[config.mk]
export PLATFORM = sky130hd
export DESIGN_NAME = hdmi_data_island
export DESIGN_NICKNAME = d
export VERILOG_FILES = /design/src/common/hdmi_link_pkg.sv /design/src/common/hdmi_packet_pkg.sv /design/src/packet_assembler/packet_assembler.sv /design/src/verilog/hdmi_data_island.sv /design/src/verilog/infoframe_builder.sv /design/src/verilog/packet_picker.sv /design/src/verilog/terc4_encoder.sv
export SDC_FILE = /design/constraint.sdc
export NUM_CORES = 1
export LEC_CHECK = 0
export BUFFER_PORTS_ARGS = -buffer_cell sky130_fd_sc_hd__buf_2
export CAP_MARGIN = 30
export CORE_ASPECT_RATIO = 0.9
export CORE_UTILIZATION = 50
export DETAILED_ROUTE_END_ITERATION = 7
export PLACE_DENSITY = 0.66
export SYNTH_ARGS = -nofsm -noshare
export SYNTH_HDL_FRONTEND = slang
export SYNTH_HIERARCHICAL = 1
export SYNTH_SLANG_ARGS = --single-unit
[constraint.sdc]
create_clock -name clk_pixel -period 3.5 [get_ports clk_pixel]
set_input_delay 1.05 -clock clk_pixel [delete_from_list [all_inputs] [get_ports clk_pixel]]
set_output_delay 1.05 -clock clk_pixel [all_outputs]
set_load 0.01 [all_outputs]
[src/common/hdmi_link_pkg.sv]
package hdmi_link_pkg;

    // One packet fills a slot of 32 pixel clocks.
    localparam int slot_cycles = 32;
    localparam int counter_width = $clog2(slot_cycles);

    // Last counter values that still feed message bits into the parity.
    localparam int header_bits_last = 23; // 24 header bits, one per cycle.
    localparam int sub_pairs_last = 27;   // 56 subpacket bits, two per cycle.

    // Widths on the link side.
    localparam int nibble_width = 4;  // TERC4 input per channel.
    localparam int data_width = 9;    // Header bit plus even and odd nibbles.
    localparam int symbol_width = 10; // One TMDS character.

    // TERC4 code words, indexed by the 4-bit nibble.
    localparam logic [symbol_width-1:0] terc4_table [16] = '{
        10'b1010011100, // 0000
        10'b1001100011, // 0001
        10'b1011100100, // 0010
        10'b1011100010, // 0011
        10'b0101110001, // 0100
        10'b0100011110, // 0101
        10'b0110001110, // 0110
        10'b0100111100, // 0111
        10'b1011001100, // 1000
        10'b0100111001, // 1001
        10'b0110011100, // 1010
        10'b1011000110, // 1011
        10'b1010001110, // 1100
        10'b1001110001, // 1101
        10'b0101100011, // 1110
        10'b1011000011  // 1111
    };

endpackage

[src/common/hdmi_packet_pkg.sv]
package hdmi_packet_pkg;

    // Every data island packet is one header and four subpackets.
    localparam int header_width = 24; // HB0 to HB2, sent one bit per pixel clock.
    localparam int sub_width = 56;    // SB0 to SB6, sent two bits per pixel clock.
    localparam int sub_count = 4;
    localparam int ecc_width = 8;     // One BCH parity byte closes each block.

    // Generator of the BCH(64,56) and BCH(32,24) codes, in shift-right form.
    localparam logic [ecc_width-1:0] ecc_poly = 8'b1000_0011;

    // Packet type codes that go into HB0.
    localparam logic [7:0] type_null = 8'h00;
    localparam logic [7:0] type_acr = 8'h01;
    localparam logic [7:0] type_avi = 8'h82; // InfoFrame types have bit 7 set.

    // AVI InfoFrame version 2 carries a 13-byte body after the checksum.
    localparam logic [7:0] avi_version = 8'h02;
    localparam logic [7:0] avi_length = 8'h0d;

    // Field widths of the ACR values and the video identification code.
    localparam int acr_field_width = 20;
    localparam int vic_width = 7;

    // One step of the systematic BCH encoder.
    // The message bit enters at the low end and the register shifts right,
    // so after the last message bit the register holds the parity byte.
    function automatic logic [ecc_width-1:0] next_ecc(
        input logic [ecc_width-1:0] ecc,
        input logic                 message_bit
    );
        logic feedback;
        feedback = ecc[0] ^ message_bit; // Bit that leaves the register.
        next_ecc = (ecc >> 1) ^ (feedback ? ecc_poly : '0);
    endfunction

endpackage

[src/packet_assembler/packet_assembler.sv]
`timescale 1ns/100ps

module packet_assembler (
    input  logic                                      clk_pixel,
    input  logic                                      rst_n,
    input  logic                                      enable, // Whole 32-cycle slots.
    input  logic [hdmi_packet_pkg::header_width-1:0]  header,
    input  logic [hdmi_packet_pkg::sub_width-1:0]     sub0,
    input  logic [hdmi_packet_pkg::sub_width-1:0]     sub1,
    input  logic [hdmi_packet_pkg::sub_width-1:0]     sub2,
    input  logic [hdmi_packet_pkg::sub_width-1:0]     sub3,
    output logic [hdmi_link_pkg::data_width-1:0]      packet_data,
    output logic                                      packet_first,
    output logic                                      packet_request
);

    logic [hdmi_link_pkg::counter_width-1:0] counter; // Position inside the slot.
    logic [hdmi_packet_pkg::ecc_width-1:0] header_parity;
    logic [hdmi_packet_pkg::ecc_width-1:0] header_parity_next;
    logic [hdmi_packet_pkg::ecc_width-1:0] sub_parity [hdmi_packet_pkg::sub_count];
    logic [hdmi_packet_pkg::ecc_width-1:0] sub_parity_half [hdmi_packet_pkg::sub_count];
    logic [hdmi_packet_pkg::ecc_width-1:0] sub_parity_next [hdmi_packet_pkg::sub_count];
    logic [hdmi_packet_pkg::sub_width-1:0] sub_word [hdmi_packet_pkg::sub_count];
    logic [hdmi_packet_pkg::header_width+hdmi_packet_pkg::ecc_width-1:0] header_block;
    logic [hdmi_packet_pkg::sub_width+hdmi_packet_pkg::ecc_width-1:0]
        sub_block [hdmi_packet_pkg::sub_count];
    logic [hdmi_link_pkg::counter_width:0] even_idx; // Subpacket bits go out in pairs.
    logic [hdmi_link_pkg::counter_width:0] odd_idx;
    logic [hdmi_packet_pkg::sub_count-1:0] even_bits;
    logic [hdmi_packet_pkg::sub_count-1:0] odd_bits;

    assign sub_word[0] = sub0;
    assign sub_word[1] = sub1;
    assign sub_word[2] = sub2;
    assign sub_word[3] = sub3;

    // The parity byte sits right after the message, so the same index walks both.
    assign header_block = {header_parity, header};
    assign even_idx = {counter, 1'b0};
    assign odd_idx = {counter, 1'b1};
    assign header_parity_next = hdmi_packet_pkg::next_ecc(header_parity, header_block[counter]);

    // Two message bits per cycle, so each subpacket parity takes two steps at once.
    always_comb
    begin
        for (int i = 0; i < hdmi_packet_pkg::sub_count; i++)
        begin
            sub_block[i] = {sub_parity[i], sub_word[i]};
            even_bits[i] = sub_block[i][even_idx];
            odd_bits[i] = sub_block[i][odd_idx];
            sub_parity_half[i] = hdmi_packet_pkg::next_ecc(sub_parity[i], even_bits[i]);
            sub_parity_next[i] = hdmi_packet_pkg::next_ecc(sub_parity_half[i], odd_bits[i]);
        end
    end

    // The picker swaps in the next packet at the end of this cycle.
    assign packet_request = enable && counter == hdmi_link_pkg::slot_cycles - 1;

    always_ff @(posedge clk_pixel)
    begin
        if (!rst_n)
        begin
            counter <= '0;
            header_parity <= '0;
            sub_parity <= '{default: '0};
            packet_first <= 1'b0;
        end
        else
        begin
            packet_first <= enable && counter == '0; // Marks slice 0 of each packet.
            if (enable)
            begin
                counter <= counter + 1'b1; // Wraps from 31 back to 0.
                if (counter <= hdmi_link_pkg::header_bits_last)
                    header_parity <= header_parity_next;
                if (counter <= hdmi_link_pkg::sub_pairs_last)
                    sub_parity <= sub_parity_next;
                // Parity bytes have gone out by now, start clean for the next packet.
                if (counter == hdmi_link_pkg::slot_cycles - 1)
                begin
                    header_parity <= '0;
                    sub_parity <= '{default: '0};
                end
            end
        end
    end

    // Slice layout is odd nibble, even nibble, then the header bit in bit 0.
    always_ff @(posedge clk_pixel)
    begin
        if (enable)
            packet_data <= {odd_bits, even_bits, header_block[counter]};
    end

endmodule

[src/verilog/hdmi_data_island.sv]
`timescale 1ns/100ps

module hdmi_data_island (
    input  logic                                        clk_pixel,
    input  logic                                        rst_n,
    input  logic                                        island_active,
    input  logic                                        hsync,
    input  logic                                        vsync,
    input  logic                                        acr_strobe,
    input  logic [hdmi_packet_pkg::acr_field_width-1:0] acr_n,
    input  logic [hdmi_packet_pkg::acr_field_width-1:0] acr_cts,
    input  logic [hdmi_packet_pkg::vic_width-1:0]       video_code,
    output logic [hdmi_link_pkg::symbol_width-1:0]      tmds_ch0,
    output logic [hdmi_link_pkg::symbol_width-1:0]      tmds_ch1,
    output logic [hdmi_link_pkg::symbol_width-1:0]      tmds_ch2
);

    logic [hdmi_packet_pkg::header_width-1:0] acr_header, avi_header, header;
    logic [hdmi_packet_pkg::sub_width-1:0] acr_sub0, acr_sub1, acr_sub2, acr_sub3;
    logic [hdmi_packet_pkg::sub_width-1:0] avi_sub0, avi_sub1, avi_sub2, avi_sub3;
    logic [hdmi_packet_pkg::sub_width-1:0] sub0, sub1, sub2, sub3;
    logic [hdmi_link_pkg::data_width-1:0] packet_data;
    logic packet_first;
    logic packet_request;

    // Candidate packets, rebuilt whenever N, CTS or the video code change.
    infoframe_builder u_builder (
        .clk_pixel(clk_pixel), .rst_n(rst_n), .acr_strobe(acr_strobe),
        .acr_n(acr_n), .acr_cts(acr_cts), .video_code(video_code),
        .acr_header(acr_header), .acr_sub0(acr_sub0), .acr_sub1(acr_sub1),
        .acr_sub2(acr_sub2), .acr_sub3(acr_sub3),
        .avi_header(avi_header), .avi_sub0(avi_sub0), .avi_sub1(avi_sub1),
        .avi_sub2(avi_sub2), .avi_sub3(avi_sub3)
    );

    packet_picker u_picker (
        .clk_pixel(clk_pixel), .rst_n(rst_n), .packet_request(packet_request),
        .acr_strobe(acr_strobe), .vsync(vsync),
        .acr_header(acr_header), .acr_sub0(acr_sub0), .acr_sub1(acr_sub1),
        .acr_sub2(acr_sub2), .acr_sub3(acr_sub3),
        .avi_header(avi_header), .avi_sub0(avi_sub0), .avi_sub1(avi_sub1),
        .avi_sub2(avi_sub2), .avi_sub3(avi_sub3),
        .header(header), .sub0(sub0), .sub1(sub1), .sub2(sub2), .sub3(sub3)
    );

    // The outside scheduler hands over island_active in whole packet slots.
    packet_assembler u_assembler (
        .clk_pixel(clk_pixel), .rst_n(rst_n), .enable(island_active),
        .header(header), .sub0(sub0), .sub1(sub1), .sub2(sub2), .sub3(sub3),
        .packet_data(packet_data), .packet_first(packet_first),
        .packet_request(packet_request)
    );

    terc4_encoder u_encoder (
        .clk_pixel(clk_pixel), .rst_n(rst_n), .packet_data(packet_data),
        .packet_first(packet_first), .hsync(hsync), .vsync(vsync),
        .tmds_ch0(tmds_ch0), .tmds_ch1(tmds_ch1), .tmds_ch2(tmds_ch2)
    );

endmodule

[src/verilog/infoframe_builder.sv]
`timescale 1ns/100ps

module infoframe_builder (
    input  logic                                        clk_pixel,
    input  logic                                        rst_n,
    input  logic                                        acr_strobe,
    input  logic [hdmi_packet_pkg::acr_field_width-1:0] acr_n,
    input  logic [hdmi_packet_pkg::acr_field_width-1:0] acr_cts,
    input  logic [hdmi_packet_pkg::vic_width-1:0]       video_code,
    output logic [hdmi_packet_pkg::header_width-1:0]    acr_header,
    output logic [hdmi_packet_pkg::sub_width-1:0]       acr_sub0,
    output logic [hdmi_packet_pkg::sub_width-1:0]       acr_sub1,
    output logic [hdmi_packet_pkg::sub_width-1:0]       acr_sub2,
    output logic [hdmi_packet_pkg::sub_width-1:0]       acr_sub3,
    output logic [hdmi_packet_pkg::header_width-1:0]    avi_header,
    output logic [hdmi_packet_pkg::sub_width-1:0]       avi_sub0,
    output logic [hdmi_packet_pkg::sub_width-1:0]       avi_sub1,
    output logic [hdmi_packet_pkg::sub_width-1:0]       avi_sub2,
    output logic [hdmi_packet_pkg::sub_width-1:0]       avi_sub3
);

    logic [hdmi_packet_pkg::acr_field_width-1:0] n_reg;
    logic [hdmi_packet_pkg::acr_field_width-1:0] cts_reg;
    logic [hdmi_packet_pkg::vic_width-1:0] vic_reg;
    logic [hdmi_packet_pkg::sub_width-1:0] acr_word;
    logic [7:0] avi_pb4;      // Video identification code byte.
    logic [7:0] avi_sum;      // Sum of all nonzero bytes other than the checksum.
    logic [7:0] avi_checksum;

    always_ff @(posedge clk_pixel)
    begin
        if (!rst_n)
        begin
            n_reg <= '0;
            cts_reg <= '0;
            vic_reg <= '0;
        end
        else
        begin
            if (acr_strobe)
            begin
                n_reg <= acr_n;     // N and CTS always arrive as a pair.
                cts_reg <= acr_cts;
            end
            vic_reg <= video_code;
        end
    end

    // ACR header is type only; HB1 and HB2 are zero.
    assign acr_header = {8'h00, 8'h00, hdmi_packet_pkg::type_acr};
    // SB0 is zero, SB1 to SB3 hold CTS and SB4 to SB6 hold N, high byte first.
    assign acr_word = {n_reg[7:0], n_reg[15:8], 4'h0, n_reg[19:16],
                       cts_reg[7:0], cts_reg[15:8], 4'h0, cts_reg[19:16], 8'h00};
    assign acr_sub0 = acr_word; // The same regeneration values fill all four.
    assign acr_sub1 = acr_word;
    assign acr_sub2 = acr_word;
    assign acr_sub3 = acr_word;

    assign avi_header = {hdmi_packet_pkg::avi_length, hdmi_packet_pkg::avi_version,
                         hdmi_packet_pkg::type_avi};
    assign avi_pb4 = {1'b0, vic_reg};
    // PB1 selects RGB, PB2 carries aspect "same as picture" (8'h08).
    assign avi_sum = hdmi_packet_pkg::type_avi + hdmi_packet_pkg::avi_version
                   + hdmi_packet_pkg::avi_length + 8'h08 + avi_pb4;
    assign avi_checksum = 8'h00 - avi_sum; // All bytes then sum to zero.
    assign avi_sub0 = {8'h00, 8'h00, avi_pb4, 8'h00, 8'h08, 8'h00, avi_checksum};
    assign avi_sub1 = '0; // PB7 to PB13 carry no bar info.
    assign avi_sub2 = '0;
    assign avi_sub3 = '0;

endmodule

[src/verilog/packet_picker.sv]
`timescale 1ns/100ps

module packet_picker (
    input  logic                                     clk_pixel,
    input  logic                                     rst_n,
    input  logic                                     packet_request,
    input  logic                                     acr_strobe,
    input  logic                                     vsync,
    input  logic [hdmi_packet_pkg::header_width-1:0] acr_header,
    input  logic [hdmi_packet_pkg::sub_width-1:0]    acr_sub0,
    input  logic [hdmi_packet_pkg::sub_width-1:0]    acr_sub1,
    input  logic [hdmi_packet_pkg::sub_width-1:0]    acr_sub2,
    input  logic [hdmi_packet_pkg::sub_width-1:0]    acr_sub3,
    input  logic [hdmi_packet_pkg::header_width-1:0] avi_header,
    input  logic [hdmi_packet_pkg::sub_width-1:0]    avi_sub0,
    input  logic [hdmi_packet_pkg::sub_width-1:0]    avi_sub1,
    input  logic [hdmi_packet_pkg::sub_width-1:0]    avi_sub2,
    input  logic [hdmi_packet_pkg::sub_width-1:0]    avi_sub3,
    output logic [hdmi_packet_pkg::header_width-1:0] header,
    output logic [hdmi_packet_pkg::sub_width-1:0]    sub0,
    output logic [hdmi_packet_pkg::sub_width-1:0]    sub1,
    output logic [hdmi_packet_pkg::sub_width-1:0]    sub2,
    output logic [hdmi_packet_pkg::sub_width-1:0]    sub3
);

    logic vsync_d;     // Previous vsync, for the rising edge.
    logic acr_pending;
    logic avi_pending;
    logic load_acr;
    logic load_avi;

    // ACR wins over AVI; a request with nothing pending sends a null packet.
    assign load_acr = packet_request && acr_pending;
    assign load_avi = packet_request && !acr_pending && avi_pending;

    always_ff @(posedge clk_pixel)
    begin
        if (!rst_n)
        begin
            vsync_d <= 1'b0;
            acr_pending <= 1'b0;
            avi_pending <= 1'b0;
            header <= {16'h0000, hdmi_packet_pkg::type_null}; // Null until the first request.
            {sub0, sub1, sub2, sub3} <= '0;
        end
        else
        begin
            vsync_d <= vsync;
            // A new event in the load cycle keeps its flag for the next slot.
            acr_pending <= (acr_pending && !load_acr) || acr_strobe;
            avi_pending <= (avi_pending && !load_avi) || (vsync && !vsync_d);
            if (load_acr)
                {header, sub0, sub1, sub2, sub3} <=
                    {acr_header, acr_sub0, acr_sub1, acr_sub2, acr_sub3};
            else if (load_avi)
                {header, sub0, sub1, sub2, sub3} <=
                    {avi_header, avi_sub0, avi_sub1, avi_sub2, avi_sub3};
            else if (packet_request)
            begin
                header <= {16'h0000, hdmi_packet_pkg::type_null};
                {sub0, sub1, sub2, sub3} <= '0;
            end
        end
    end

endmodule

[src/verilog/terc4_encoder.sv]
`timescale 1ns/100ps

module terc4_encoder (
    input  logic                                     clk_pixel,
    input  logic                                     rst_n,
    input  logic [hdmi_link_pkg::data_width-1:0]     packet_data,
    input  logic                                     packet_first,
    input  logic                                     hsync,
    input  logic                                     vsync,
    output logic [hdmi_link_pkg::symbol_width-1:0]   tmds_ch0,
    output logic [hdmi_link_pkg::symbol_width-1:0]   tmds_ch1,
    output logic [hdmi_link_pkg::symbol_width-1:0]   tmds_ch2
);

    logic hsync_d; // First sync stage, level with packet_data.
    logic vsync_d;
    logic [hdmi_link_pkg::nibble_width-1:0] ch0_nibble;

    // Bit 3 drops only in the first slice of a packet.
    // Bit 2 is the header bit and bits 1:0 carry the syncs.
    assign ch0_nibble = {~packet_first, packet_data[0], vsync_d, hsync_d};

    always_ff @(posedge clk_pixel)
    begin
        if (!rst_n)
        begin
            hsync_d <= 1'b0;
            vsync_d <= 1'b0;
        end
        else
        begin
            hsync_d <= hsync; // Matches the assembler's one-cycle latency.
            vsync_d <= vsync;
        end
    end

    // Second stage, so the syncs leave two cycles after they arrive.
    always_ff @(posedge clk_pixel)
    begin
        tmds_ch0 <= hdmi_link_pkg::terc4_table[ch0_nibble];
        tmds_ch1 <= hdmi_link_pkg::terc4_table[packet_data[4:1]]; // Even bits.
        tmds_ch2 <= hdmi_link_pkg::terc4_table[packet_data[8:5]]; // Odd bits.
    end

endmodule
======== After elaboration in Yosys (flattened, before gate mapping) ========
Memory sizes are Yosys's and may differ from the RTL's. A register that Yosys moved wholly into a read port is not among the register bits.
Index checks and enable logic that the tools add are counted.
word-level totals
  register bits ........................... 204
  memory bits (read-only) ................. 480
  logic and storage cells ................. 117
  memories ................................ 3
cells by class
  $add $sub $neg .......................... 3
  $lt $le $gt $ge ......................... 5
  equal/unequal tests ..................... 1
  muxes and demuxes ....................... 40
  bitwise gates (word level) .............. 23
  reductions and logical operators ........ 22
memories
  memory           depth  width  rd ports  clocked after memory_dff  wr ports  RTL line             text
  (no name shown)  16     10     1         1                         0         terc4_encoder.sv:40  tmds_ch0 <= hdmi_link_pkg::terc4_table[ch0_nibble];
  (no name shown)  16     10     1         1                         0         terc4_encoder.sv:42  tmds_ch2 <= hdmi_link_pkg::terc4_table[packet_data[8:5]];
  (no name shown)  16     10     1         1                         0         terc4_encoder.sv:41  tmds_ch1 <= hdmi_link_pkg::terc4_table[packet_data[4:1]];
operator list
  kind                                                                  count
  56-bit two-way mux                                                    6
  8-bit two-way mux                                                     11
  7-bit by 8-bit XOR with 8-bit output                                  9
  32-bit two-way mux                                                    2
  1-bit binary-select mux with 5-bit select                             9
  20-bit two-way mux                                                    2
  4-bit NOT with 5-bit output                                           3
  6-bit by 7-bit < comparator with 1-bit output, second input constant  2
  5-bit <= comparator, second input constant                            2
  1-bit two-way mux                                                     10
  1-bit XOR                                                             9
  8-bit by 7-bit adder with 8-bit output, first input constant          1
  1-bit logical AND                                                     8
  1-bit by 8-bit subtractor with 8-bit output, first input constant     1
  5-bit by 6-bit < comparator with 1-bit output, second input constant  1
  2-bit nonzero test                                                    3
  5-bit by 1-bit adder with 5-bit output, second input constant         1
  5-bit == test, second input constant                                  1
  5-bit zero test                                                       1
  1-bit zero test                                                       4
  2-bit AND reduction                                                   2
  3-bit nonzero test                                                    1
  1-bit logical OR                                                      2
  1-bit NOT                                                             2
  2-bit OR reduction                                                    1

======== Depth between registers and ports, before layout ========
Gate-level depths: netlist of run 1.
  word-level depth ........................ 10
  depth in mapped cells ................... 13

======== Cells and area by module ========
The synthesis of run 1 kept the hierarchy.
by module, submodules not included
  module             instances  cells an instance  area an instance (um2)
  packet_picker      1          1142               12042.8
  packet_assembler   1          496                5248.8
  infoframe_builder  1          599                5137.4
  terc4_encoder      1          175                1605.3

======== Worst setup path before layout of run 1 ========
No wires, ideal clock.
  path kind ............................... register to register
  from .................................... register u_assembler/counter[3] (netlist name)
  to ...................................... register u_picker/sub0[34] (netlist name)
  setup time .............................. 0.133 ns
  arrival ................................. 2.390 ns
  data required time ...................... 3.367 ns
  setup slack ............................. 0.978 ns
  cell stages (with the launch flop) ...... 12
  clock period less this slack ............ 2.522 ns
  path through ............................ dfxtp_1 > buf_2 > buf_1 > and3_1 > ha_1 > clkbuf_8 > clkbuf_2 > and2_1 > buf_2 > clkbuf_1 > clkbuf_1 > a21oi_1
on the way
  cells in the longest elaborated chain, start to end .. 6
RTL lines
  item                            RTL line                text
  start: declaration              packet_assembler.sv:17  logic [hdmi_link_pkg::counter_width-1:0] counter;
  start signal: assignment        packet_assembler.sv:73  counter <= counter + 1'b1;
  5-bit == test (*)               packet_assembler.sv:57  assign packet_request = enable && counter == hdmi_link_pkg::slot_cycles - 1;
  1-bit logical AND (*)           packet_assembler.sv:57
  via packet_request              hdmi_data_island.sv:24  logic packet_request;
  1-bit logical AND (2 in a row)  packet_picker.sv:34     assign load_avi = packet_request && !acr_pending && avi_pending;
  56-bit two-way mux              packet_picker.sv:55     else if (load_avi)
  56-bit two-way mux              packet_picker.sv:52     if (load_acr)
  end signal: assignment          packet_picker.sv:53     {header, sub0, sub1, sub2, sub3} <=
  end signal: assignment          packet_picker.sv:56     {header, sub0, sub1, sub2, sub3} <=
  end: declaration                packet_picker.sv:20     output logic [hdmi_packet_pkg::sub_width-1:0] sub0,
Mark *: on every way through the listed nets, which the timed path passes. The rest lies on a longest branch.
A chain may end at the register's enable or synchronous reset.

======== Worst setup path after layout of run 1 ========
  from .................................... register u_assembler/counter[3] (netlist name)
  to ...................................... register u_assembler.sub_parity, in the netlist u_assembler/sub_block[57]
on the way
  cells in the longest elaborated chain, start to end .. 10
RTL lines
  item                                       RTL line                text
  1-bit binary-select mux with 5-bit select  packet_assembler.sv:49  even_bits[i] = sub_block[i][even_idx];
  1-bit two-way mux (not written as such)    packet_assembler.sv:49
  1-bit XOR                                  hdmi_packet_pkg.sv:33   feedback = ecc[0] ^ message_bit;
  8-bit two-way mux                          hdmi_packet_pkg.sv:34   next_ecc = (ecc >> 1) ^ (feedback ? ecc_poly : '0);
  7-bit by 8-bit XOR with 8-bit output       hdmi_packet_pkg.sv:34
  1-bit XOR                                  hdmi_packet_pkg.sv:33
  8-bit two-way mux                          hdmi_packet_pkg.sv:34
  7-bit by 8-bit XOR with 8-bit output       hdmi_packet_pkg.sv:34
  32-bit two-way mux                         packet_assembler.sv:76  if (counter <= hdmi_link_pkg::sub_pairs_last)
  32-bit two-way mux                         packet_assembler.sv:79  if (counter == hdmi_link_pkg::slot_cycles - 1)
  end signal: assignment                     packet_assembler.sv:77  sub_parity <= sub_parity_next;
  end: declaration                           packet_assembler.sv:20  logic [hdmi_packet_pkg::ecc_width-1:0] sub_parity [hdmi_packet_pkg::sub_count];
Parallel ways exist; a longest one is shown, timed or not. The select of a mux whose other input is x is not followed.

==> results of run 1 <==
[worst paths after layout]
kind | start | endpoint | depth (start not counted)
max reg2reg | u_assembler/counter[3] | u_assembler/sub_block[57] | 8
max | u_assembler/counter[3] | u_assembler/sub_block[57] | 8
min reg2reg | u_assembler/header_parity[0] | u_assembler/header_parity[0] | 2
min | u_assembler/header_parity[0] | u_assembler/header_parity[0] | 2
[critical path, stage by stage, from the launching register on]
cell and delay [ns]:
sky130_fd_sc_hd__dfxtp_2 0.64, sky130_fd_sc_hd__buf_4 0.28, sky130_fd_sc_hd__nor3b_1 0.62, sky130_fd_sc_hd__a221oi_1 0.31
sky130_fd_sc_hd__and3_1 0.29, sky130_fd_sc_hd__nor3_1 0.34, sky130_fd_sc_hd__nor2_1 0.14, sky130_fd_sc_hd__xnor3_1 0.35
sky130_fd_sc_hd__o21ai_1 0.11
[routing by layer]
metal	wire, um	global-route usage (%)	vias to the layer above
met2	22300	31.7	326
met5	13	0	-
met4	1250	6.74	2
met1	23200	27.8	7333
li1	-	-	7695
met3	2470	3.45	75
[cells by family (layout without fill, tap and decap cells)]
group,after synthesis,in the layout,share of synthesized area (%)
buffers and inverters,667,232,19.8
muxes,137,137,9.15
xor gates and xnor gates,16,16,0.812
other,2,321,0.0312
adders and majority gates,25,25,1.30
and+or+nand+nor,285,285,6.78
AOI/OAI and AO/OA,895,895,29.7
DFF,385,385,32.4
[synthesized netlist by cell type (16+ instances only)]
master	n	area (sq um)
sky130_fd_sc_hd__dfxtp_1	376	7530
sky130_fd_sc_hd__mux4_2	42	946
sky130_fd_sc_hd__and2_1	26	163
sky130_fd_sc_hd__mux4_1	16	420
sky130_fd_sc_hd__ha_1	25	313
sky130_fd_sc_hd__a22oi_1	51	383
sky130_fd_sc_hd__a22oi_2	200	2500
sky130_fd_sc_hd__nor2_1	34	128
sky130_fd_sc_hd__a21oi_1	88	440
sky130_fd_sc_hd__nor2b_1	69	432
sky130_fd_sc_hd__nand2_1	54	203
sky130_fd_sc_hd__nor3b_1	23	173
sky130_fd_sc_hd__mux2i_1	61	611
sky130_fd_sc_hd__a21oi_2	200	1750
sky130_fd_sc_hd__buf_8	20	300
sky130_fd_sc_hd__buf_2	68	340
sky130_fd_sc_hd__buf_4	450	3380
sky130_fd_sc_hd__o21ai_0	274	1370
sky130_fd_sc_hd__clkbuf_1	72	270
sky130_fd_sc_hd__inv_1	25	93.8
[power by group]
part           internal, mW  total (mW)  switching [mW]  leakage, nW
sequential             4.47        4.61           0.139         3.15
combinational         0.388       0.957           0.569         4.79
clock                  2.88        4.76            1.88        0.740
total                  7.74        10.3            2.59         8.68
[area by class of cell]
class | instances | area [sq um]
Clock buffer | 60 | 1260
Clock inverter | 16 | 223
Fill cell | 4232 | 23100
Inverter | 25 | 93.8
Multi-Input combinational cell | 1679 | 12700
Sequential cell | 385 | 7810
Tap cell | 616 | 771
Timing Repair Buffer | 131 | 1020
[per-stage QoR]
stage,worst slack (ns),area (sq um)
floorplan,0.978,25200
CTS,0.279,23900
finish,0.317,23900
detailed placement,0.277,22400
global route,0.114,23900
global placement,0.301,22400
[layout by cell type, fill, tap and decap left out, drive strengths merged, types with 27 or more instances in the layout]
cell / n
a22oi: 251
a21oi: 288
inv: 27
conb: 321
mux2i: 62
nand2: 55
o21ai: 280
mux4: 58
nor2b: 70
nor2: 37
clkbuf: 61
dfxtp: 376
buf: 130
==> out/qor_table.md, run 1 <==
| Result | This run |
|:---|:---|
| Floorplan die area | 49,000 sq um |
| Synthesized area per cell | 9.96 sq um |
| Area added between synthesis and finish | -0.708% |
| Post_cts resized | 0 |
| Chip Width | 233 um |
| Number of global-route vias before repair | 14,800 |
| DRC violation count after routing | 0 |
| #FFs+latches synth | 385 |
| WL final | 49,200 um |
| VDD IR max | 0.464 mV |
| WL/cell | 16.9 um |
| Number of nets in the finished design | 2,343 |
| Standard-cell rows | 75 |
| CTS Hold Buffers Added | 0 |
| Global-route total usage across every layer | 20.1% |
| Nature of the critical path startpoint | flop |
| Effective utilization at floorplan | 51.1% |
| Clock sinks | 385 |
| Number of buffers added for setup after CTS | 0 |
| Total Power | 10.3 mW |
| Endpoint type of the worst setup path | flop |
| Arrival time worst endpoint | 3.69 ns |
| Portion of the post-synthesis area used by sequential elements | 32.4% |
| H-tree depth | 2 |
| Port-buffer cells | 82 |
| Total clock buffers created by CTS | 43 |
| Time the final worst path needs with I/O delays and setup | 3.18 ns |
| Standard cell core area | 47,000 sq um |
| Leak | 8.68 nW |
| Residual overflow from global routing | 0 |
| Worst R2R Setup Slack | 0.32 ns |
| Required time at the endpoint of the critical path | 4.01 ns |
| Worst-path fanout max | 19 |
| Clock buffer depth | 3 |
| Number of standard cells after synthesis | 2,412 |
| Remaining max-slew budget at the tightest pin | 34.5% |
| I/O pins | 83 |
| Pwr Density | 433 nW/um^2 |
| Root buf cell | sky130_fd_sc_hd__clkbuf_16 |
| Tightest hold margin | 0.482 ns |
| Dominant synthesized flop cell | sky130_fd_sc_hd__dfxtp_1 |
| Clock tree from TritonCTS | built |
| Count of max-cap constraint violations | 0 |
| Worst slew pin tran | 0.983 ns |
| Final Hold Fails | 0 |
| Number of antenna violations at the first check in global routing | 1 |
| Post-DP HPWL | 32,300 um |
| DR vias | 15,400 |
| Final number of max-transition violations | 0 |
| Placer's final routability congestion estimate | 0.861 |
| Async set or reset register ratio after synthesis | 0% |
| Clk pin slew, worst setup/hold paths | 0.06 ns |
| Share of cells above drive strength 1 | 29.7% |
| Total iterations of the first detailed-routing run | 6 |
| Fmax | 314 MHz |
| Yosys cell types | 75 |
| Min-Delay Path Class | reg -> reg |
| Inst Count DP | 2,836 |
| Final ANT Viol Nets | 0 |
| Largest net degree at the start of global routing | 106 |
| Height of the chip | 210 um |
| Final non-filler cell total | 2,912 |
| Post-synth EDFFs | 9 |
| Final standard cell utilization of the core | 50.8% |
| DRC violation total after the first TritonRoute iteration | 1,092 |
| Wire length of the first global-routing pass | 79,500 um |
| Average via count per standard cell | 5.30 |
| Cell Area, Synth | 24,000 sq um |
| Yosys warning count | 6 |
| Portion of the clock cycle consumed by the worst path in the final layout | 90.9% |
| Result of the run | complete, no violations |
| Antenna cell count | 0 |
| Worst clock skew on the final layout | 0.0295 ns |
| # setup viols final | 0 |
| Setup TNS after final layout | 0 ns |
| Clock latency of the later-clocked register in the worst-skew pair | 0.59 ns |
| Unrepaired setup endpoints after global routing | false |
| Worst setup path category | reg -> reg |
Power figures use the tool's default switching activity.
==> inputs of run 2 (changes only) <==
MAX_ROUTING_LAYER = met4   (was unset)
SKIP_LAST_GASP = 1   (was unset)
clock period = 3.84 ns   (was 3.5 ns; I/O delays follow)
==> out/qor_table.md, run 2 (synthesis results as in run 1) <==
| Result | This run | Change |
|:---|:---|:---|
| Result of the run | complete, no violations |  |
| CP bufs+invs | 1 | unchanged |
| Launching point of the worst reg2reg path | u_assembler/counter[0] |  |
| VDD IR max | 0.260 mV | -44% |
| Reg2reg path depth | 8 | unchanged |
| Clock tree from TritonCTS | built |  |
| I/O pins | 83 | unchanged |
| Time the final worst path needs with I/O delays and setup | 3.27 ns | +0.0846 ns |
| Pwr Density | 381 nW/um^2 | -12% |
| Root buf cell | sky130_fd_sc_hd__clkbuf_16 |  |
| Setup TNS after final layout | 0 ns | unchanged |
| Most common library cell in the layout ignoring fill and taps | sky130_fd_sc_hd__dfxtp_1 |  |
| Fmax | 306 MHz | -2.6% |
| # setup viols final | 0 | unchanged |
| Post_cts resized | 0 | unchanged |
| DR vias | 15,400 | +0.091% |
| Last element of the critical path | u_assembler/sub_block[248] |  |
| Height of the chip | 210 um | unchanged |
| Global-route total usage across every layer | 20.9% | +0.77 points |
| Nature of the critical path startpoint | flop |  |
| Unrepaired setup endpoints after global routing | false |  |
| Highest-delay cell along the critical path | sky130_fd_sc_hd__nor2b_1 |  |
| Remaining max-slew budget at the tightest pin | 37.2% | +2.8 points |
| Commonest cells after routing, fill and taps aside | 372 x sky130_fd_sc_hd__dfxtp_1, 321 x sky130_fd_sc_hd__conb_1, 274 x sky130_fd_sc_hd__o21ai_0 |  |
| H-tree depth | 2 | unchanged |
| Wire length of the first global-routing pass | 79,900 um | +0.54% |
| DRC violation total after the first TritonRoute iteration | 1,035 | -5.2% |
| Setup crit start | u_assembler/counter[0] |  |
| Post-place instance area | 22,200 sq um | -0.75% |
| DRC violation count after routing | 0 | unchanged |
| Share of cells above drive strength 1 | 28.9% | -0.83 points |
| Required time at the endpoint of the critical path | 4.29 ns | +0.28 ns |
| Number of global-route vias before repair | 14,700 | -0.66% |
| Number of antenna violations at the first check in global routing | 1 | unchanged |
| Chip Width | 233 um | unchanged |
| Placer's final routability congestion estimate | 0.861 | about the same |
| Floorplan die area | 49,000 sq um | unchanged |
| Worst R2R End | u_assembler/sub_block[248] |  |
| Final Hold Fails | 0 | unchanged |
| Final number of max-transition violations | 0 | unchanged |
| Number of nets in the finished design | 2,335 | -0.34% |
| Largest net degree at the start of global routing | 123 | +16% |
| Standard cell core area | 47,000 sq um | unchanged |
| Endpoint type of the worst setup path | flop |  |
| WL final | 49,700 um | +1.0% |
| CTS Hold Buffers Added | 0 | unchanged |
| Leak | 8.50 nW | -2.1% |
| Effective utilization at floorplan | 51.1% | unchanged |
| Clk pin slew, worst setup/hold paths | 0.06 ns | about the same |
| Number of buffers added for setup after CTS | 0 | unchanged |
| Area added between synthesis and finish | -2.14% |  |
| Total stage count of the critical path | 8 | unchanged |
| Critical path, cell by cell | buf_4 > nor2b_1 > nand2_1 > nand4_1 > a21oi_1 > or3_1 > a32o_1 > and2_1 |  |
| Worst slew pin tran | 0.939 ns | -0.0435 ns |
| Fin area | 23,500 sq um | -1.4% |
| Cell class contributing the biggest share of worst-path delay | simple AND/OR/NAND/NOR gates |  |
| Min-Delay Path Class | reg -> reg |  |
| Clock buffer depth | 3 | unchanged |
| Post-DP HPWL | 32,200 um | -0.28% |
| Portion of the clock cycle consumed by the worst path in the final layout | 85.1% | -5.8 points |
| Standard-cell rows | 75 | unchanged |
| Port-buffer cells | 82 | unchanged |
| Arrival time worst endpoint | 3.72 ns | +0.03 ns |
| Clock sinks | 385 | unchanged |
| Final ANT Viol Nets | 0 | unchanged |
| Worst clock skew on the final layout | 0.0276 ns | -0.00192 ns |
| Total iterations of the first detailed-routing run | 4 | -2 |
| Worst R2R Setup Slack | 0.57 ns | +0.26 ns |
| Clock latency of the later-clocked register in the worst-skew pair | 0.58 ns | about the same |
| Residual overflow from global routing | 0 | unchanged |
| Worst-path fanout max | 28 | +9 |
| Total clock buffers created by CTS | 43 | unchanged |
| Average via count per standard cell | 5.31 | +0.30% |
| CP peak stage delay | 0.77 ns | +0.13 ns |
| Count of max-cap constraint violations | 0 | unchanged |
| Worst setup path category | reg -> reg |  |
| WL/cell | 17.1 um | +1.2% |
[run 2: worst min-delay path by stage]
stage	start	endpoint	cells past startpoint
2_1_floorplan	u_assembler/header_parity[0]	u_assembler/header_parity[0]	2
3_3_place_gp	u_assembler/header_parity[0]	u_assembler/header_parity[0]	2
3_5_place_dp	u_assembler/header_parity[0]	u_assembler/header_parity[0]	2
4_1_cts	u_assembler/header_parity[0]	u_assembler/header_parity[0]	2
5_1_grt	u_assembler/header_parity[0]	u_assembler/header_parity[0]	2
6_report	u_assembler/header_parity[0]	u_assembler/header_parity[0]	2
[run 2: final cells by class]
class | instances | area (sq um)
Tap cell | 616 | 771
Multi-Input combinational cell | 1679 | 12700
Timing Repair Buffer | 123 | 852
Clock inverter | 11 | 110
Sequential cell | 385 | 7810
Fill cell | 4324 | 23500
Antenna cell | 1 | 2.50
Clock buffer | 66 | 1190
Inverter | 25 | 93.8
[run 2: tightest hold or removal path: stages (launching register included)]
cell                       delay (ns)
sky130_fd_sc_hd__dfxtp_1         0.32
sky130_fd_sc_hd__nand2_1         0.06
sky130_fd_sc_hd__a21boi_1        0.05
[run 2: per-layer routing]
metal | vias to the layer above | share of wire (%) | track usage [%]
li1 | 7695 | - | -
met1 | 7399 | 47 | 28.4
met2 | 282 | 46 | 32.0
met3 | 69 | 4.3 | 3.11
met4 | 0 | 2.3 | 6.40
met5 | - | 0 | -
[run 2: where the power goes]
part	internal, mW	total, mW	switching, mW
registers	4.08	4.21	0.138
logic	0.347	0.860	0.513
clock network	2.22	3.90	1.68
[run 2: stage by stage]
stage | util, % | cells | hold slack [ns] | total power [mW] | setup slack (ns)
after floorplan | - | 2731 | 0.439 | 5.34 | 1.32
after global placement | 47.2 | 2828 | 0.466 | 5.14 | 0.615
after detailed placement | 47.2 | 2828 | 0.470 | 5.16 | 0.613
after CTS | 50.0 | 2905 | 0.476 | 9.09 | 0.595
after global routing | 50.0 | 2906 | 0.507 | 9.35 | 0.407
final | 50.0 | 2906 | 0.480 | 8.97 | 0.573
==> inputs of run 3 (changes only) <==
GPL_TIMING_DRIVEN = 0   (was unset)
==> out/qor_table.md, run 3 (synthesis results as in run 1) <==
| Result | This run | Change |
|:---|:---|:---|
| Effective utilization at floorplan | 51.1% | unchanged |
| Post-DP HPWL | 51,500 um | +60% |
| I/O pins | 83 | unchanged |
| CP bufs+invs | 6 | +5 |
| Commonest cells after routing, fill and taps aside | 451 x sky130_fd_sc_hd__buf_4, 376 x sky130_fd_sc_hd__dfxtp_1, 321 x sky130_fd_sc_hd__conb_1 |  |
| Total iterations of the first detailed-routing run | 5 | +1 |
| Unrepaired setup endpoints after global routing | false |  |
| Average via count per standard cell | 5.27 | -0.76% |
| Worst R2R End | u_picker/header[22] |  |
| Total clock buffers created by CTS | 44 | +2.3% |
| Worst slew pin tran | 0.875 ns | -0.0648 ns |
| Required time at the endpoint of the critical path | 4.34 ns | +0.05 ns |
| Clk pin slew, worst setup/hold paths | 0.06 ns | about the same |
| Final standard cell utilization of the core | 59.4% | +9.3 points |
| Largest net degree at the start of global routing | 20 | -84% |
| Final number of max-transition violations | 0 | unchanged |
| Count of max-cap constraint violations | 0 | unchanged |
| Number of global-route vias before repair | 17,900 | +22% |
| Number of antenna violations at the first check in global routing | 2 | +1 |
| Launching point of the worst reg2reg path | u_assembler/counter[3] |  |
| Cell class contributing the biggest share of worst-path delay | buffers and inverters |  |
| WL final | 69,500 um | +40% |
| CTS Hold Buffers Added | 0 | unchanged |
| Floorplan die area | 49,000 sq um | unchanged |
| # setup viols final | 0 | unchanged |
| Arrival time worst endpoint | 4.22 ns | +0.50 ns |
| VDD IR max | 0.258 mV | -0.87% |
| Height of the chip | 210 um | unchanged |
| Clock latency of the later-clocked register in the worst-skew pair | 0.59 ns | about the same |
| Clock buffer depth | 3 | unchanged |
| Terminating pin of the worst hold path | u_assembler/sub_block[255] |  |
| WL/cell | 19.8 um | +16% |
| Chip Width | 233 um | unchanged |
| Most numerous cell on the critical path | sky130_fd_sc_hd__buf_2 |  |
| Portion of the clock cycle consumed by the worst path in the final layout | 96.8% | +12 points |
| Final Hold Fails | 0 | unchanged |
| DRC violation total after the first TritonRoute iteration | 1,354 | +31% |
| Endpoint type of the worst setup path | flop |  |
| Area added between synthesis and finish | 16.1% |  |
| Leak | 11.5 nW | +35% |
| Clock sinks | 385 | unchanged |
| Root buf cell | sky130_fd_sc_hd__clkbuf_16 |  |
| Worst setup timing slack at the placement stage | -0.258 ns | -0.870 ns |
| Port-buffer cells | 82 | unchanged |
| Final ANT Viol Nets | 0 | unchanged |
| DRC violation count after routing | 0 | unchanged |
| Worst clock skew on the final layout | 0.0166 ns | -0.0110 ns |
| Final non-filler cell total | 3,507 | +21% |
| Nature of the critical path startpoint | flop |  |
| Reg2reg path depth | 11 | +3 |
| Fin worst setup slack | 0.125 ns | -0.448 ns |
| Standard-cell rows | 75 | unchanged |
| Worst-path fanout max | 19 | -32% |
| Critical path, cell by cell | buf_2 > and3_1 > ha_1 > clkbuf_8 > clkbuf_2 > and2_1 > buf_2 > buf_4 > clkbuf_1 > o21ai_0 > a21oi_2 |  |
| Hold path startpoint | u_assembler/sub_block[255] |  |
| Global-route total usage across every layer | 29.5% | +8.6 points |
| Fmax | 269 MHz | -12% |
| Share of cells above drive strength 1 | 41.1% | +12 points |
| Inst Count DP | 3,431 | +21% |
| Number of fill cells | 4,033 | -6.7% |
| Clock tree from TritonCTS | built |  |
| Highest-delay cell along the critical path | sky130_fd_sc_hd__buf_2 |  |
| Number of nets in the finished design | 2,938 | +26% |
| Most common library cell in the layout ignoring fill and taps | sky130_fd_sc_hd__buf_4 |  |
| Residual overflow from global routing | 0 | unchanged |
| Result of the run | complete, no violations |  |
| Placer's final routability congestion estimate | 0.946 | +9.9% |
| Wire length of the first global-routing pass | 106,000 um | +32% |
| Standard cell core area | 47,000 sq um | unchanged |
| H-tree depth | 2 | unchanged |
| Hold-critical path depth | 2 | unchanged |
| Remaining max-slew budget at the tightest pin | 41.7% | +4.5 points |
| Time the final worst path needs with I/O delays and setup | 3.72 ns | +0.448 ns |
| Pwr Density | 357 nW/um^2 | -6.5% |
| Worst setup path category | reg -> reg |  |
| DR vias | 18,500 | +20% |
| Min-Delay Path Class | reg -> reg |  |
| Total Power | 9.95 mW | +11% |
| CP peak stage delay | 0.54 ns | -0.23 ns |
| Worst R2R Setup Slack | 0.12 ns | -0.45 ns |
| Number of buffers added for setup after CTS | 0 | unchanged |
## run 3: tightest hold or removal path, delay by kind of cell (launching register included)
family / cells / cell delay, ns
simple gates: 1 / 0.05
flops: 1 / 0.31
compound gates: 1 / 0.06
## run 3: worst max-delay path by stage
| stage | slack (ns) | end | depth (start not counted) | from |
|---|---|---|---|---|
| floorplan | 1.32 | u_picker/sub0[34] | 11 | u_assembler/counter[3] |
| global placement | -0.46 | u_picker/sub1[19] | 11 | u_assembler/counter[3] |
| detailed placement | -0.26 | u_picker/header[22] | 12 | u_assembler/counter[3] |
| CTS | 0.24 | u_picker/header[22] | 11 | u_assembler/counter[3] |
| global route | 0.05 | u_picker/header[22] | 11 | u_assembler/counter[3] |
| finish | 0.12 | u_picker/header[22] | 11 | u_assembler/counter[3] |
## run 3: final cells by class
cell class | instances | area (sq um) | share of cell area, %
Clock inverter | 7 | 124 | 0.444
Tap cell | 616 | 771 | 2.76
Clock buffer | 69 | 1350 | 4.83
Multi-Input combinational cell | 1679 | 12700 | 45.4
Timing Repair Buffer | 84 | 433 | 1.55
Inverter | 25 | 93.8 | 0.336
Sequential cell | 385 | 7800 | 27.9
Antenna cell | 1 | 2.50 | 0.00897
Buffer | 641 | 4660 | 16.7
## run 3: where the power goes
part	switching, mW	internal (mW)
Sequential	0.0913	4.08
Clock	1.72	2.60
Combinational	0.759	0.707
Total	2.57	7.38
## run 3: routing by layer
metal | vias up | track usage (%) | wire, um
li1 | 8888 | - | -
met2 | 659 | 45.2 | 31400
met3 | 171 | 5.97 | 5300
met4 | 0 | 12.7 | 3040
met5 | - | - | 0
met1 | 8779 | 37.7 | 29700
## run 3: timing repair
item,in CTS,in global routing
resized for setup,0,0
endpoints found under the setup margin,119,0
hold endpoints to repair,0,0
## run 3: metrics by stage
step / cell area, sq um / TNS (ns) / hold WS [ns]
global placement: 26400 / -51.19 / 0.461
global route: 27900 / 0 / 0.493
finish: 27900 / 0 / 0.476
detailed placement: 26400 / -13.05 / 0.469
floorplan: 25200 / 0 / 0.439
CTS: 27900 / 0 / 0.474
